<file path="src/hw/collect_pkg.sv">
package collect_pkg;

	// lane count of the reduction network
	localparam int NUM_LANES  = 8;

	// entry payload width, matches the default DATA_WIDTH of the modules
	localparam int PSUM_WIDTH = 32;

	typedef logic [2:0] lane_idx_t;

	// one collected partial sum as held in the FIFO
	typedef struct packed
	{
		logic                  valid; // lane was valid when selected
		logic                  last;  // closes the group
		logic [PSUM_WIDTH-1:0] data;
	} psum_entry_t;

	// order[0] is issued first
	typedef struct packed
	{
		logic [3:0]                   count; // 1..8 entries
		lane_idx_t [NUM_LANES-1:0]    order;
	} collect_plan_t;

	typedef enum logic [1:0]
	{
		SEQ_IDLE,
		SEQ_ISSUE,
		SEQ_STALL
	} seq_state_t;

endpackage

</file>
<file path="src/hw/collect_fifo.sv">
`timescale 1ns/1ps

module collect_fifo #(
	parameter int DATA_WIDTH = 32,
	parameter int FIFO_DEPTH = 4
)
(
	input  logic                      clk,
	input  logic                      i_rst,
	input  logic                      i_push,
	input  collect_pkg::psum_entry_t  i_entry,
	input  logic                      i_pop,
	output collect_pkg::psum_entry_t  o_head,
	output logic                      o_empty,
	output logic                      o_almost_full
);
	localparam int PTR_W   = $clog2(FIFO_DEPTH);
	localparam int ENTRY_W = DATA_WIDTH + 2; // data plus valid and last

	logic [ENTRY_W-1:0] mem [FIFO_DEPTH];
	logic [PTR_W-1:0]   wr_ptr;
	logic [PTR_W-1:0]   rd_ptr;
	logic [PTR_W:0]     count;
	logic               do_pop;

	assign do_pop  = i_pop && !o_empty;
	assign o_empty = (count == '0);
	assign o_head  = mem[rd_ptr];

	// room for one entry in flight through the mux plus the next select
	assign o_almost_full = (count + 1'b1) >= FIFO_DEPTH;

	always_ff @(posedge clk)
	begin
		if (i_rst)
		begin
			wr_ptr <= '0;
			rd_ptr <= '0;
			count  <= '0;
		end
		else
		begin
			if (i_push)
				wr_ptr <= wr_ptr + 1'b1; // wraps, depth is a power of two
			if (do_pop)
				rd_ptr <= rd_ptr + 1'b1;
			case ({i_push, do_pop})
				2'b10:
				begin
					count <= count + 1'b1;
				end
				2'b01:
				begin
					count <= count - 1'b1;
				end
				default:
				begin
					count <= count;
				end
			endcase
		end
	end

	always_ff @(posedge clk)
	begin
		if (i_push)
			mem[wr_ptr] <= i_entry;
	end

endmodule

</file>
<file path="src/hw/collect_sequencer.sv">
`timescale 1ns/1ps

module collect_sequencer
(
	input  logic                                clk,
	input  logic                                i_rst,
	input  logic                                i_start,
	input  collect_pkg::collect_plan_t          i_plan,
	input  logic                                i_almost_full,
	output logic                                o_sel_en,
	output logic [collect_pkg::NUM_LANES-1:0]   o_sel,
	output logic                                o_push,
	output logic                                o_last,
	output logic                                o_busy
);
	import collect_pkg::*;

	seq_state_t    state;
	seq_state_t    state_next;
	collect_plan_t plan_q;
	lane_idx_t     idx;
	logic          sel_last;
	logic          start_ok;

	assign start_ok = (state == SEQ_IDLE) && i_start && !o_busy;

	// idx+1 reaching count marks the final select
	assign sel_last = ({1'b0, idx} + 4'd1) >= plan_q.count;

	// one select per cycle unless the FIFO is close to full
	assign o_sel_en = (state != SEQ_IDLE) && !i_almost_full;
	assign o_sel    = o_sel_en ? (NUM_LANES'(1) << plan_q.order[idx]) : '0;

	// stays up until the last entry has been pushed
	assign o_busy = (state != SEQ_IDLE) || o_push;

	always_comb
	begin
		state_next = state;
		case (state)
			SEQ_IDLE:
			begin
				if (start_ok)
					state_next = SEQ_ISSUE;
			end
			SEQ_ISSUE, SEQ_STALL:
			begin
				if (i_almost_full)
					state_next = SEQ_STALL;
				else if (sel_last)
					state_next = SEQ_IDLE;
				else
					state_next = SEQ_ISSUE;
			end
			default:
			begin
				state_next = SEQ_IDLE;
			end
		endcase
	end

	always_ff @(posedge clk)
	begin
		if (i_rst)
		begin
			state  <= SEQ_IDLE;
			idx    <= '0;
			o_push <= 1'b0;
			o_last <= 1'b0;
		end
		else
		begin
			state  <= state_next;
			o_push <= o_sel_en;             // lines up with mux output
			o_last <= o_sel_en && sel_last;
			if (state == SEQ_IDLE)
				idx <= '0;
			else if (o_sel_en)
				idx <= idx + 1'b1;
		end
	end

	// plan held for the whole run
	always_ff @(posedge clk)
	begin
		if (start_ok)
			plan_q <= i_plan;
	end

endmodule

</file>
<file path="src/hw/lane_select_mux.sv">
`timescale 1ns/1ps

module lane_select_mux #(
	parameter int DATA_WIDTH = 32
)
(
	input  logic                                        clk,
	input  logic                                        i_rst,
	input  logic                                        i_en,
	input  logic [collect_pkg::NUM_LANES-1:0]           i_sel,      // one-hot
	input  logic [collect_pkg::NUM_LANES-1:0]           i_valid,
	input  logic [collect_pkg::NUM_LANES*DATA_WIDTH-1:0] i_data_bus,
	output logic                                        o_valid,
	output logic [DATA_WIDTH-1:0]                       o_data
);
	import collect_pkg::*;

	logic                  sel_onehot;
	logic                  sel_valid;
	logic [DATA_WIDTH-1:0] sel_data;

	// exactly one bit set
	assign sel_onehot = (i_sel != '0) && ((i_sel & (i_sel - 1'b1)) == '0);

	// and-or select, safe since the select is checked one-hot below
	always_comb
	begin
		sel_valid = 1'b0;
		sel_data  = '0;
		for (int k = 0; k < NUM_LANES; k++)
		begin
			if (i_sel[k])
			begin
				sel_valid = sel_valid | i_valid[k];
				sel_data  = sel_data | i_data_bus[k*DATA_WIDTH +: DATA_WIDTH];
			end
		end
	end

	always_ff @(posedge clk)
	begin
		if (i_rst)
		begin
			o_valid <= 1'b0;
			o_data  <= '0;
		end
		else if (!i_en || !sel_onehot)
		begin
			o_valid <= 1'b0;  // disabled or bad select
			o_data  <= '0;
		end
		else
		begin
			o_valid <= sel_valid;
			o_data  <= sel_valid ? sel_data : '0; // invalid lane adds zero
		end
	end

endmodule

</file>
<file path="src/hw/psum_accumulator.sv">
`timescale 1ns/1ps

module psum_accumulator #(
	parameter int DATA_WIDTH = 32,
	parameter int SUM_WIDTH  = DATA_WIDTH + 3
)
(
	input  logic                      clk,
	input  logic                      i_rst,
	input  logic                      i_empty,
	input  collect_pkg::psum_entry_t  i_head,
	input  logic                      i_hold,
	output logic                      o_pop,
	output logic                      o_sum_valid,
	output logic [SUM_WIDTH-1:0]      o_sum,
	output logic [3:0]                o_sum_count
);
	logic [SUM_WIDTH-1:0]  acc;
	logic [SUM_WIDTH-1:0]  acc_next;
	logic [3:0]            cnt;
	logic [3:0]            cnt_next;
	logic [DATA_WIDTH-1:0] head_data;

	// drain whenever something is there and not held
	assign o_pop = !i_empty && !i_hold;

	assign head_data = i_head.data[DATA_WIDTH-1:0];
	assign acc_next  = acc + {{(SUM_WIDTH-DATA_WIDTH){1'b0}}, head_data}; // zero-extended
	assign cnt_next  = cnt + {3'b000, i_head.valid};

	always_ff @(posedge clk)
	begin
		if (i_rst)
		begin
			acc         <= '0;
			cnt         <= '0;
			o_sum_valid <= 1'b0;
			o_sum       <= '0;
			o_sum_count <= '0;
		end
		else
		begin
			o_sum_valid <= 1'b0;
			if (o_pop)
			begin
				if (i_head.last)
				begin
					// publish the group and start over
					o_sum       <= acc_next;
					o_sum_count <= cnt_next;
					o_sum_valid <= 1'b1;
					acc         <= '0;
					cnt         <= '0;
				end
				else
				begin
					acc <= acc_next;
					cnt <= cnt_next;
				end
			end
		end
	end

endmodule

</file>
<file path="src/hw/psum_collect_top.sv">
`timescale 1ns/1ps

module psum_collect_top #(
	parameter int DATA_WIDTH = 32,
	parameter int FIFO_DEPTH = 4,
	parameter int SUM_WIDTH  = DATA_WIDTH + 3
)
(
	input  logic                                         clk,
	input  logic                                         i_rst,
	input  logic                                         i_start,
	input  collect_pkg::collect_plan_t                   i_plan,
	input  logic [collect_pkg::NUM_LANES-1:0]            i_lane_valid,
	input  logic [collect_pkg::NUM_LANES*DATA_WIDTH-1:0] i_lane_data,
	input  logic                                         i_hold,
	output logic                                         o_busy,
	output logic                                         o_sum_valid,
	output logic [SUM_WIDTH-1:0]                         o_sum,
	output logic [3:0]                                   o_sum_count
);
	import collect_pkg::*;

	logic                  sel_en;
	logic [NUM_LANES-1:0]  sel;
	logic                  push;
	logic                  last;
	logic                  almost_full;
	logic                  mux_valid;
	logic [DATA_WIDTH-1:0] mux_data;
	logic                  fifo_empty;
	logic                  pop;
	psum_entry_t           fifo_in;
	psum_entry_t           fifo_head;

	// mux output joined with the delayed last flag
	assign fifo_in.valid = mux_valid;
	assign fifo_in.last  = last;
	assign fifo_in.data  = mux_data;

	collect_sequencer u_seq (
		.clk           (clk),
		.i_rst         (i_rst),
		.i_start       (i_start),
		.i_plan        (i_plan),
		.i_almost_full (almost_full),
		.o_sel_en      (sel_en),
		.o_sel         (sel),
		.o_push        (push),
		.o_last        (last),
		.o_busy        (o_busy)
	);

	lane_select_mux #(.DATA_WIDTH(DATA_WIDTH)) u_mux (
		.clk        (clk),
		.i_rst      (i_rst),
		.i_en       (sel_en),
		.i_sel      (sel),
		.i_valid    (i_lane_valid),
		.i_data_bus (i_lane_data),
		.o_valid    (mux_valid),
		.o_data     (mux_data)
	);

	collect_fifo #(.DATA_WIDTH(DATA_WIDTH), .FIFO_DEPTH(FIFO_DEPTH)) u_fifo (
		.clk           (clk),
		.i_rst         (i_rst),
		.i_push        (push),
		.i_entry       (fifo_in),
		.i_pop         (pop),
		.o_head        (fifo_head),
		.o_empty       (fifo_empty),
		.o_almost_full (almost_full)
	);

	psum_accumulator #(.DATA_WIDTH(DATA_WIDTH), .SUM_WIDTH(SUM_WIDTH)) u_acc (
		.clk         (clk),
		.i_rst       (i_rst),
		.i_empty     (fifo_empty),
		.i_head      (fifo_head),
		.i_hold      (i_hold),
		.o_pop       (pop),
		.o_sum_valid (o_sum_valid),
		.o_sum       (o_sum),
		.o_sum_count (o_sum_count)
	);

endmodule

</file>
<file path="config.mk">
export PLATFORM = sky130hd
export DESIGN_NAME = psum_collect_top
export DESIGN_NICKNAME = d
export VERILOG_FILES = /design/src/hw/collect_pkg.sv /design/src/hw/collect_fifo.sv /design/src/hw/collect_sequencer.sv /design/src/hw/lane_select_mux.sv /design/src/hw/psum_accumulator.sv /design/src/hw/psum_collect_top.sv
export SDC_FILE = /design/constraint.sdc
export NUM_CORES = 1
export LEC_CHECK = 0
export BUFFER_PORTS_ARGS = -buffer_cell sky130_fd_sc_hd__buf_2
export CELL_PAD_IN_SITES_DETAIL_PLACEMENT = 0
export CELL_PAD_IN_SITES_GLOBAL_PLACEMENT = 1
export CORE_UTILIZATION = 46
export CTS_CLUSTER_DIAMETER = 100
export CTS_CLUSTER_SIZE = 10
export DETAILED_ROUTE_END_ITERATION = 12
export GPL_TIMING_DRIVEN = 0
export PLACE_DENSITY = 0.89
export SLEW_MARGIN = 30
export SYNTH_ARGS = -nofsm -noshare
export SYNTH_HDL_FRONTEND = slang
export SYNTH_SLANG_ARGS = --single-unit
</file>
<file path="constraint.sdc">
create_clock -name clk -period 11.98 [get_ports clk]
set_input_delay 2.396 -clock clk [delete_from_list [all_inputs] [get_ports clk]]
set_output_delay 2.396 -clock clk [all_outputs]
set_load 0.03 [all_outputs]
</file>
======== Word level (Yosys, flattened, before mapping) ========
Memories as Yosys holds them, arrays and structs flattened. A register that Yosys moved wholly into a read port is not among the register bits.
Cells that the tools add are included.
word-level totals
  bits in registers ....................... 154
  RAM bits ................................ 136
  input bits .............................. 296
  output and inout bits ................... 41
  word-level logic and storage cells ...... 118
  memories ................................ 1
memories
  name        depth  width  rd ports  clocked after memory_dff  write ports  RTL line            text
  u_fifo.mem  4      34     1         1                         1            collect_fifo.sv:20  logic [ENTRY_W-1:0] mem [FIFO_DEPTH];
cells by class
  $add $sub $neg .......................... 10
  order comparisons ....................... 3
  equality and inequality tests ........... 5
  shifts and indexed selects .............. 1
  mux-type cells .......................... 31
  bitwise gates (word level) .............. 17
  reduce and logical (&&, ||, !) cells .... 27
operators with widths
  cell                   count
  $mux W32               8
  $or A32 B32 Y32        7
  $add A35 B32 Y35       1
  $mux W35               1
  $ge A32 B3 Y1 const B  1
  $mux W1                12
  $bmux W3 S3            1
  $add A3 B1 Y4 const B  2
  $and A8 B8 Y8          1
  $logic_not A8 Y1       1
  $mux W2                4
  $mux W8                1
  $reduce_bool A8 Y1     1
  $reduce_or A2 Y1       4
  $shl A1 B3 Y8 const A  1
  $sub A8 B1 Y8 const B  1
  $logic_and A1 B1 Y1    7
  $or A1 B1 Y1           7
  $add A3 B1 Y3 const B  2
  $logic_not A1 Y1       6
  $pmux W3 S2            1
  $add A2 B1 Y2 const B  2
  $add A4 B1 Y4          1
  $eq A2 B1 Y1 const B   2
  other kinds (15)       19

======== Logic depth before layout (Yosys ltp) ========
Gate-level depths: netlist of the first run.
  depth in word-level cells ............... 22
  gate-level depth with buffers ........... 14
  gate-level depth less buffers ........... 12

======== By module ========
From an unflattened synthesis of the first run, not the netlist that was laid out.
unflattened totals
  cells, all modules ...................... 1195
  area, all modules ....................... 13987.2 um^2
modules (own cells, without submodules)
  module             instances  cells an instance  area each (um^2)
  collect_fifo       1          228                5405.2
  psum_accumulator   1          579                4624.4
  lane_select_mux    1          277                2408.6
  collect_sequencer  1          111                1549.0

======== Worst setup path before layout of the first run ========
OpenSTA, ideal clock, no wires.
  path kind ............................... input to register
  start point ............................. input port i_hold
  end point ............................... register u_fifo.count[2]
  arrival ................................. 4.403 ns
  path slack .............................. 7.507 ns
  cell stages on the path ................. 10
  buffers on the path ..................... 2
  cells stage by stage .................... or2_2 > clkbuf_1 > inv_1 > clkbuf_1 > ha_1 > inv_1 > fa_1 > xor2_1 > or3_1 > a21oi_1
between the ends
  longest elaborated chain between the ends .. 5
ends and longest elaborated chain
  what                                                      RTL line                text
  from (decl)                                               psum_collect_top.sv:15  input logic i_hold,
  $logic_not A1 Y1 (*)                                      psum_accumulator.sv:25  assign o_pop = !i_empty && !i_hold;
  $logic_and A1 B1 Y1 (*)                                   psum_accumulator.sv:25
  named net pop                                             psum_collect_top.sv:31  logic pop;
  $logic_and A1 B1 Y1 (*)                                   collect_fifo.sv:26      assign do_pop = i_pop && !o_empty;
  $eq A2 B1 Y1 / $eq A2 B2 Y1 (equally long branches)       collect_fifo.sv:47      case ({i_push, do_pop})
  $pmux W3 S2 / $reduce_bool A2 Y1 (equally long branches)  --
  to (signal assigned)                                      collect_fifo.sv:50      count <= count + 1'b1;
  to (signal assigned)                                      collect_fifo.sv:54      count <= count - 1'b1;
  to (signal assigned)                                      collect_fifo.sv:58      count <= count;
  to (decl)                                                 collect_fifo.sv:23      logic [PTR_W:0] count;
Mark *: on every way through the listed nets, which the timed path passes. The rest lies on a longest branch.
A chain may end at the register's enable or synchronous reset.

==> flow_summary.ini, run 1 <==
[outcome]
status = finished clean

[synthesis]
synth_ff_type = edfxtp_1
netlist_area_mm2 = 0.0137
yosys_warnings = 0
syn_nets = 1450
synth_area_leader_cell = edfxtp_1
yosysSeqAreaShare = 0.547
synthTopCellsByArea = edfxtp_1 (36%), dfxtp_1 (19%), a22oi_1 (7.6%), mux4_2 (6.7%), ha_1 (4.2%)
synth.top_cell.area_share = 0.360
synth.avg_cell_area_um2 = 12.4
synth_enable_flop_cells = 164
synth.distinct_cells = 69
synth-async-reset-ratio = 0
synth-seq-cells = 292
synthCells = 1106

[place]
dp.cells = 1830
globalplace.congestion = 0.946
dp_hpwl_um = 29500
io_buffers = 336

[sta]
finalCriticalPeriod_ps = 5040
rsz0062_at_grt = false
finalClockSkew_ps = 16.3
maxSlewHeadroom = 0.398
maxSlewViolCount = 0
finalSetupViolCount = 0
max_freq_ghz = 0.198
fin_crit_sh = 0.421
tightest_slew_ps = 903
hold_viol = 0
fin_tns_setup_ps = 0

[floorplanning]
rows = 62
core-area_mm2 = 0.0290
start_util = 0.472
chipWidth_um = 175
io_pins = 337
die_y_um = 175
dieArea_mm2 = 0.0305

[detailed_routing]
post-route-drc-count = 0
wire_per_inst_um = 20.6
wl_um = 38900
drt_first_pass_iters = 5
vias = 10800
drt_iter0_drc = 755
ant_nets = 0
vias_per_cell = 5.71

[worst_setup_path]
critPathKind = flip-flop to flip-flop
crit_fanout = 10
start_kind = flip-flop
critPathCaptureType = flip-flop
arrival_ps = 5470
cp_data_required_time_ps = 12400

[min_path]
hp-class = flip-flop to flip-flop

[cts]
holdBufCountCts = 0
path_clk_slew_ps = 60
clock_path_buffers = 3
cts_htree_levels = 2
clk_latency_ps = 520
cts_post_setup_buffers_inserted = 0
cts_tree = built
cts_inserted_buffers = 35
clkSinkCount = 292
root_buffer = clkbuf_16
cts-resized-gates = 0

[final_layout]
syn2layout_area_growth_pct = 24.0
seq_area_mm2 = 0.00749
nFillCells = 2453
multi_input_area_mm2 = 0.00584
stdcell_count = 1892
finalNetCount = 1827
drive_above_1_share = 0.319
final_core_util = 0.586

[global_route]
grt-ovfl-total = 0
antenna_found_initial = 5
grt_pass1_vias = 10600
grt.total_usage = 0.249
grt_pass1_wl_um = 58200
grt_max_degree = 30

[job]
max_cap_violations = 0

[pwr]
p_int_w = 0.00207
clock_power_share = 0.304
ir_worst_vdd_v = 0.0000930
comb_power_share = 0.307
leakage_nw = 6.39
p_sw_w = 0.00101
swShare = 0.328
seqPwrFrac = 0.388
cellPowerDensity_mw_per_mm2 = 181
## cell type report
cell class / count / area share
Multi-Input combinational cell: 723 / 0.344
Buffer: 72 / 0.0177
Antenna cell: 5 / 0.000737
Timing Repair Buffer: 340 / 0.105
Inverter: 19 / 0.00420
Clock buffer: 54 / 0.0558
Tap cell: 384 / 0.0283
Sequential cell: 292 / 0.441
Clock inverter: 3 / 0.00405
## logic make-up after synthesis
family | count (synthesis) | synth area share
compound gates | 352 | 0.204
flops | 292 | 0.547
buf+inv | 91 | 0.0271
fa+ha+maj | 48 | 0.0449
xor+xnor | 42 | 0.0269
mux | 49 | 0.0752
simple gates | 232 | 0.0754
## power by group through the flow
stage / Clock [W] / Sequential, W / Combinational (W)
2_1_floorplan: 0 / 0.00125 / 0.000619
3_3_place_gp: 0 / 0.00121 / 0.000917
4_1_cts: 0.000956 / 0.00120 / 0.000943
5_1_grt: 0.000997 / 0.00121 / 0.00103
6_report: 0.000936 / 0.00120 / 0.000947
3_5_place_dp: 0 / 0.00122 / 0.000934
## layer usage
metal	track usage	part of all wire	up-vias
met5	0	0	-
met3	0.0337	0.060	69
met4	0.0931	0.031	0
met1	0.321	0.41	5190
li1	-	-	5071
met2	0.427	0.50	467
## cells in the final DEF (no fill, tap or decap), drive strengths merged, types with 5 or more instances in the layout
cell    synthesis  final
mux2i           7      7
nand2b          5      5
a41oi          33     33
o21bai          5      5
nand3          17     17
mux4           41     41
o21ai          29     29
and3            7      7
o21a            6      6
nor3           15     15
a31oi           7      7
xnor2          25     25
clkbuf         60    114
inv            19     20
diode           0      5
nor2           62     62
and2            7      7
a21oi          57     57
a211oi         11     11
xor2           17     17
a21o           28     28
a22o           12     12
ha             46     46
a22oi         139    139
nand2          98     98
buf            12    352
dfxtp         128    128
edfxtp        164    164
## Yosys cell counts (all sizes together) (15+ instances only)
cell	n
nor3	15
nand3	17
clkbuf	60
nor2	62
xnor2	25
nand2	98
inv	19
o21ai	29
a22oi	139
a21oi	57
mux4	41
xor2	17
a41oi	33
dfxtp	128
ha	46
edfxtp	164
a21o	28
## through the flow
stage	hold slack [ps]	power, W	area, µm²	setup WS, ps
after floorplan	432	0.00187	13700	7510
after global placement	440	0.00213	15900	6960
after detailed placement	443	0.00215	16000	6940
after CTS	450	0.00310	17000	6900
after global routing	470	0.00323	17000	6540
final	448	0.00308	17000	6940
## final timing paths
| check | from | end | slack [ps] | cells after the start |
|---|---|---|---|---|
| max | flip-flop | u_acc.o_sum[34] | 6940 | 14 |
| min | u_acc.o_sum[10] | u_acc.o_sum[10] | 450 | 2 |
| max reg2reg | flip-flop | u_acc.o_sum[34] | 6940 | 14 |
| min reg2reg | u_acc.o_sum[10] | u_acc.o_sum[10] | 450 | 2 |
## state kept, by name (all words and copies together) (netlist names), named ones only
signal             count
u_fifo.mem           136
u_acc.acc             35
u_acc.o_sum           35
u_mux.o_data          32
u_seq.plan_q          28
u_acc.cnt              4
u_acc.o_sum_count      4
u_fifo.count           3
u_seq.idx              3
u_fifo.rd_ptr          2
u_fifo.wr_ptr          2
u_seq.state            2
u_acc.o_sum_valid      1
u_mux.o_valid          1
u_seq.o_last           1
u_seq.o_push           1
## critical path: stages, from the launching register on
cell and delay [ps]:
dfxtp_1 310, clkbuf_1 440, buf_1 700, mux4_2 640
ha_1 250, fa_1 420, a21o_1 190, a21oi_2 210
o21ai_1 120, a22o_1 290, a311o_1 450, a41oi_4 390
o22ai_2 170, xnor2_1 160, a211oi_1 220
Power figures use the tool's default switching activity.
==> run 2: changes to the inputs <==
- CORE_UTILIZATION: 46 -> 43
- PLACE_DENSITY: 0.89 -> 0.84
- clock period: 11.98 -> 4.9 ns (I/O delays scaled with it)
==> run 2 against run 1 <==
Sequential cell count unchanged. Core utilization decreased by 3.7 points. Critical path type unchanged. Clock power increased by 150%. Total power increased by 140%.
==> flow_summary.ini, run 2 (synthesis results as in run 1) <==
[place]
io_buffers = 336
dp.cells = 1842
placed_cell_area_mm2 = 0.0160
globalplace.congestion = 0.892
dp_hpwl_um = 30200

[global_route]
grt-ovfl-total = 0
grt.total_usage = 0.238
antenna_found_initial = 12
grt_pass1_wl_um = 59900
grt_pass1_vias = 11000
grt_max_degree = 30

[sta]
finalCriticalPeriod_ps = 4640
finalClockSkew_ps = 11.4
maxSlewViolCount = 0
rsz0062_at_grt = false
maxSlewHeadroom = 0.433
hold_viol = 0
fin_crit_sh = 0.947
finalSetupViolCount = 0
max_freq_ghz = 0.215
tightest_slew_ps = 851

[pwr]
ir_worst_vdd_v = 0.000225
comb_power_share = 0.306
seqPwrFrac = 0.390
swShare = 0.328
p_sw_w = 0.00247
clock_power_share = 0.305
cellPowerDensity_mw_per_mm2 = 443
p_int_w = 0.00506
leakage_nw = 6.39

[floorplanning]
chipWidth_um = 180
dieArea_mm2 = 0.0326
rows = 64
die_y_um = 180
io_pins = 337
start_util = 0.442
core-area_mm2 = 0.0310

[final_layout]
mostFrequentLayoutCell = buf_2
nFillCells = 2675
reg_top3 = u_fifo.mem (136), u_acc.acc (35), u_acc.o_sum (35)
mostFrequentLayoutCells = buf_2 (339), edfxtp_1 (164), a22oi_1 (139), dfxtp_1 (128), nand2_1 (98)
stdcell_count = 1909
seq_area_mm2 = 0.00749
finalNetCount = 1826
regMostFlops = u_fifo.mem
final_core_util = 0.549
syn2layout_area_growth_pct = 24.2
multi_input_area_mm2 = 0.00584
final_area_mm2 = 0.0170
drive_above_1_share = 0.321
largest_reg_flops = 136

[worst_setup_path]
cp_data_required_time_ps = 5320
r2r_slack_ps = 260
arrival_ps = 5060
critPathKind = flip-flop to flip-flop
critPathCaptureType = flip-flop
start_kind = flip-flop
ff2ff_path_depth = 13
crit_fanout = 10

[job]
max_cap_violations = 0

[cts]
root_buffer = clkbuf_16
clkSinkCount = 292
holdBufCountCts = 0
clk_latency_ps = 510
path_clk_slew_ps = 50
clock_path_buffers = 3
cts_htree_levels = 2
cts_inserted_buffers = 35
cts_tree = built

[detailed_routing]
vias = 10700
drt_iter0_drc = 751
wire_per_inst_um = 20.6
wl_um = 39300
ant_nets = 0
drt_first_pass_iters = 5
vias_per_cell = 5.61
post-route-drc-count = 0

[min_path]
worstHoldPathCells = 2
hp-class = flip-flop to flip-flop

[outcome]
status = finished clean
-- run 2: cell types whose count changed in the layout (fill, tap and decap cells not counted), sizes merged --
| cell | delta |
|---|---|
| clkbuf | +1 |
| diode | +5 |
| clkdlybuf4s18 | +1 |
| buf | -2 |
-- run 2: power groups by stage --
| stage | combinational (W) | sequential, W | clock (W) |
|---|---|---|---|
| after floorplan | 0.00151 | 0.00305 | 0 |
| after global routing | 0.00251 | 0.00296 | 0.00245 |
| final | 0.00230 | 0.00293 | 0.00230 |
| after global placement | 0.00226 | 0.00296 | 0 |
| after CTS | 0.00231 | 0.00292 | 0.00235 |
| after detailed placement | 0.00228 | 0.00297 | 0 |
-- run 2: final cells by class --
class | count | area share
tap | 396 | 0.0291
clock buffer | 55 | 0.0559
inverter | 19 | 0.00419
antenna | 10 | 0.00147
buffer | 71 | 0.0179
timing repair buffer | 340 | 0.104
clock inverter | 3 | 0.00405
sequential | 292 | 0.440
multi-input combinational | 723 | 0.344
-- run 2: worst paths after layout --
path                                startpoint         endpoint
worst max-delay path                 flip-flop  u_acc.o_sum[34]
worst min-delay path            u_acc.o_sum[6]   u_acc.o_sum[6]
worst max register to register       flip-flop  u_acc.o_sum[34]
worst min register to register  u_acc.o_sum[6]   u_acc.o_sum[6]
-- run 2: per-layer routing --
layer	up-vias	global-route usage	share of wire
met2	414	0.404	0.48
met1	5122	0.300	0.42
met3	87	0.0388	0.058
met4	4	0.102	0.035
met5	-	0	0.00051
li1	5073	-	-
-- run 2: timing repair --
action | in CTS | in global routing
pin swaps | 0 | 0
gates resized for setup | 2 | 3
setup buffers | 0 | 0
endpoints found under the setup margin | 9 | 11
-- run 2: critical path: stages, from the launching register on --
cell	delay, ps
dfxtp_1	590
clkdlybuf4s18_2	520
mux4_2	610
ha_1	260
fa_1	410
a21o_1	190
a21oi_2	210
o21ai_1	110
a22o_1	290
a311o_1	440
a41oi_4	390
o22ai_2	160
xnor2_1	150
a211oi_1	220
-- run 2: through the flow --
step | hold slack, ps | setup TNS [ps] | power [W] | setup WS, ps
global route | 467 | 0 | 0.00792 | 25.9
finish | 448 | 0 | 0.00753 | 259
global placement | 440 | -203 | 0.00522 | -106
floorplan | 432 | 0 | 0.00457 | 640
CTS | 451 | 0 | 0.00758 | 57.4
detailed placement | 443 | -400 | 0.00526 | -138
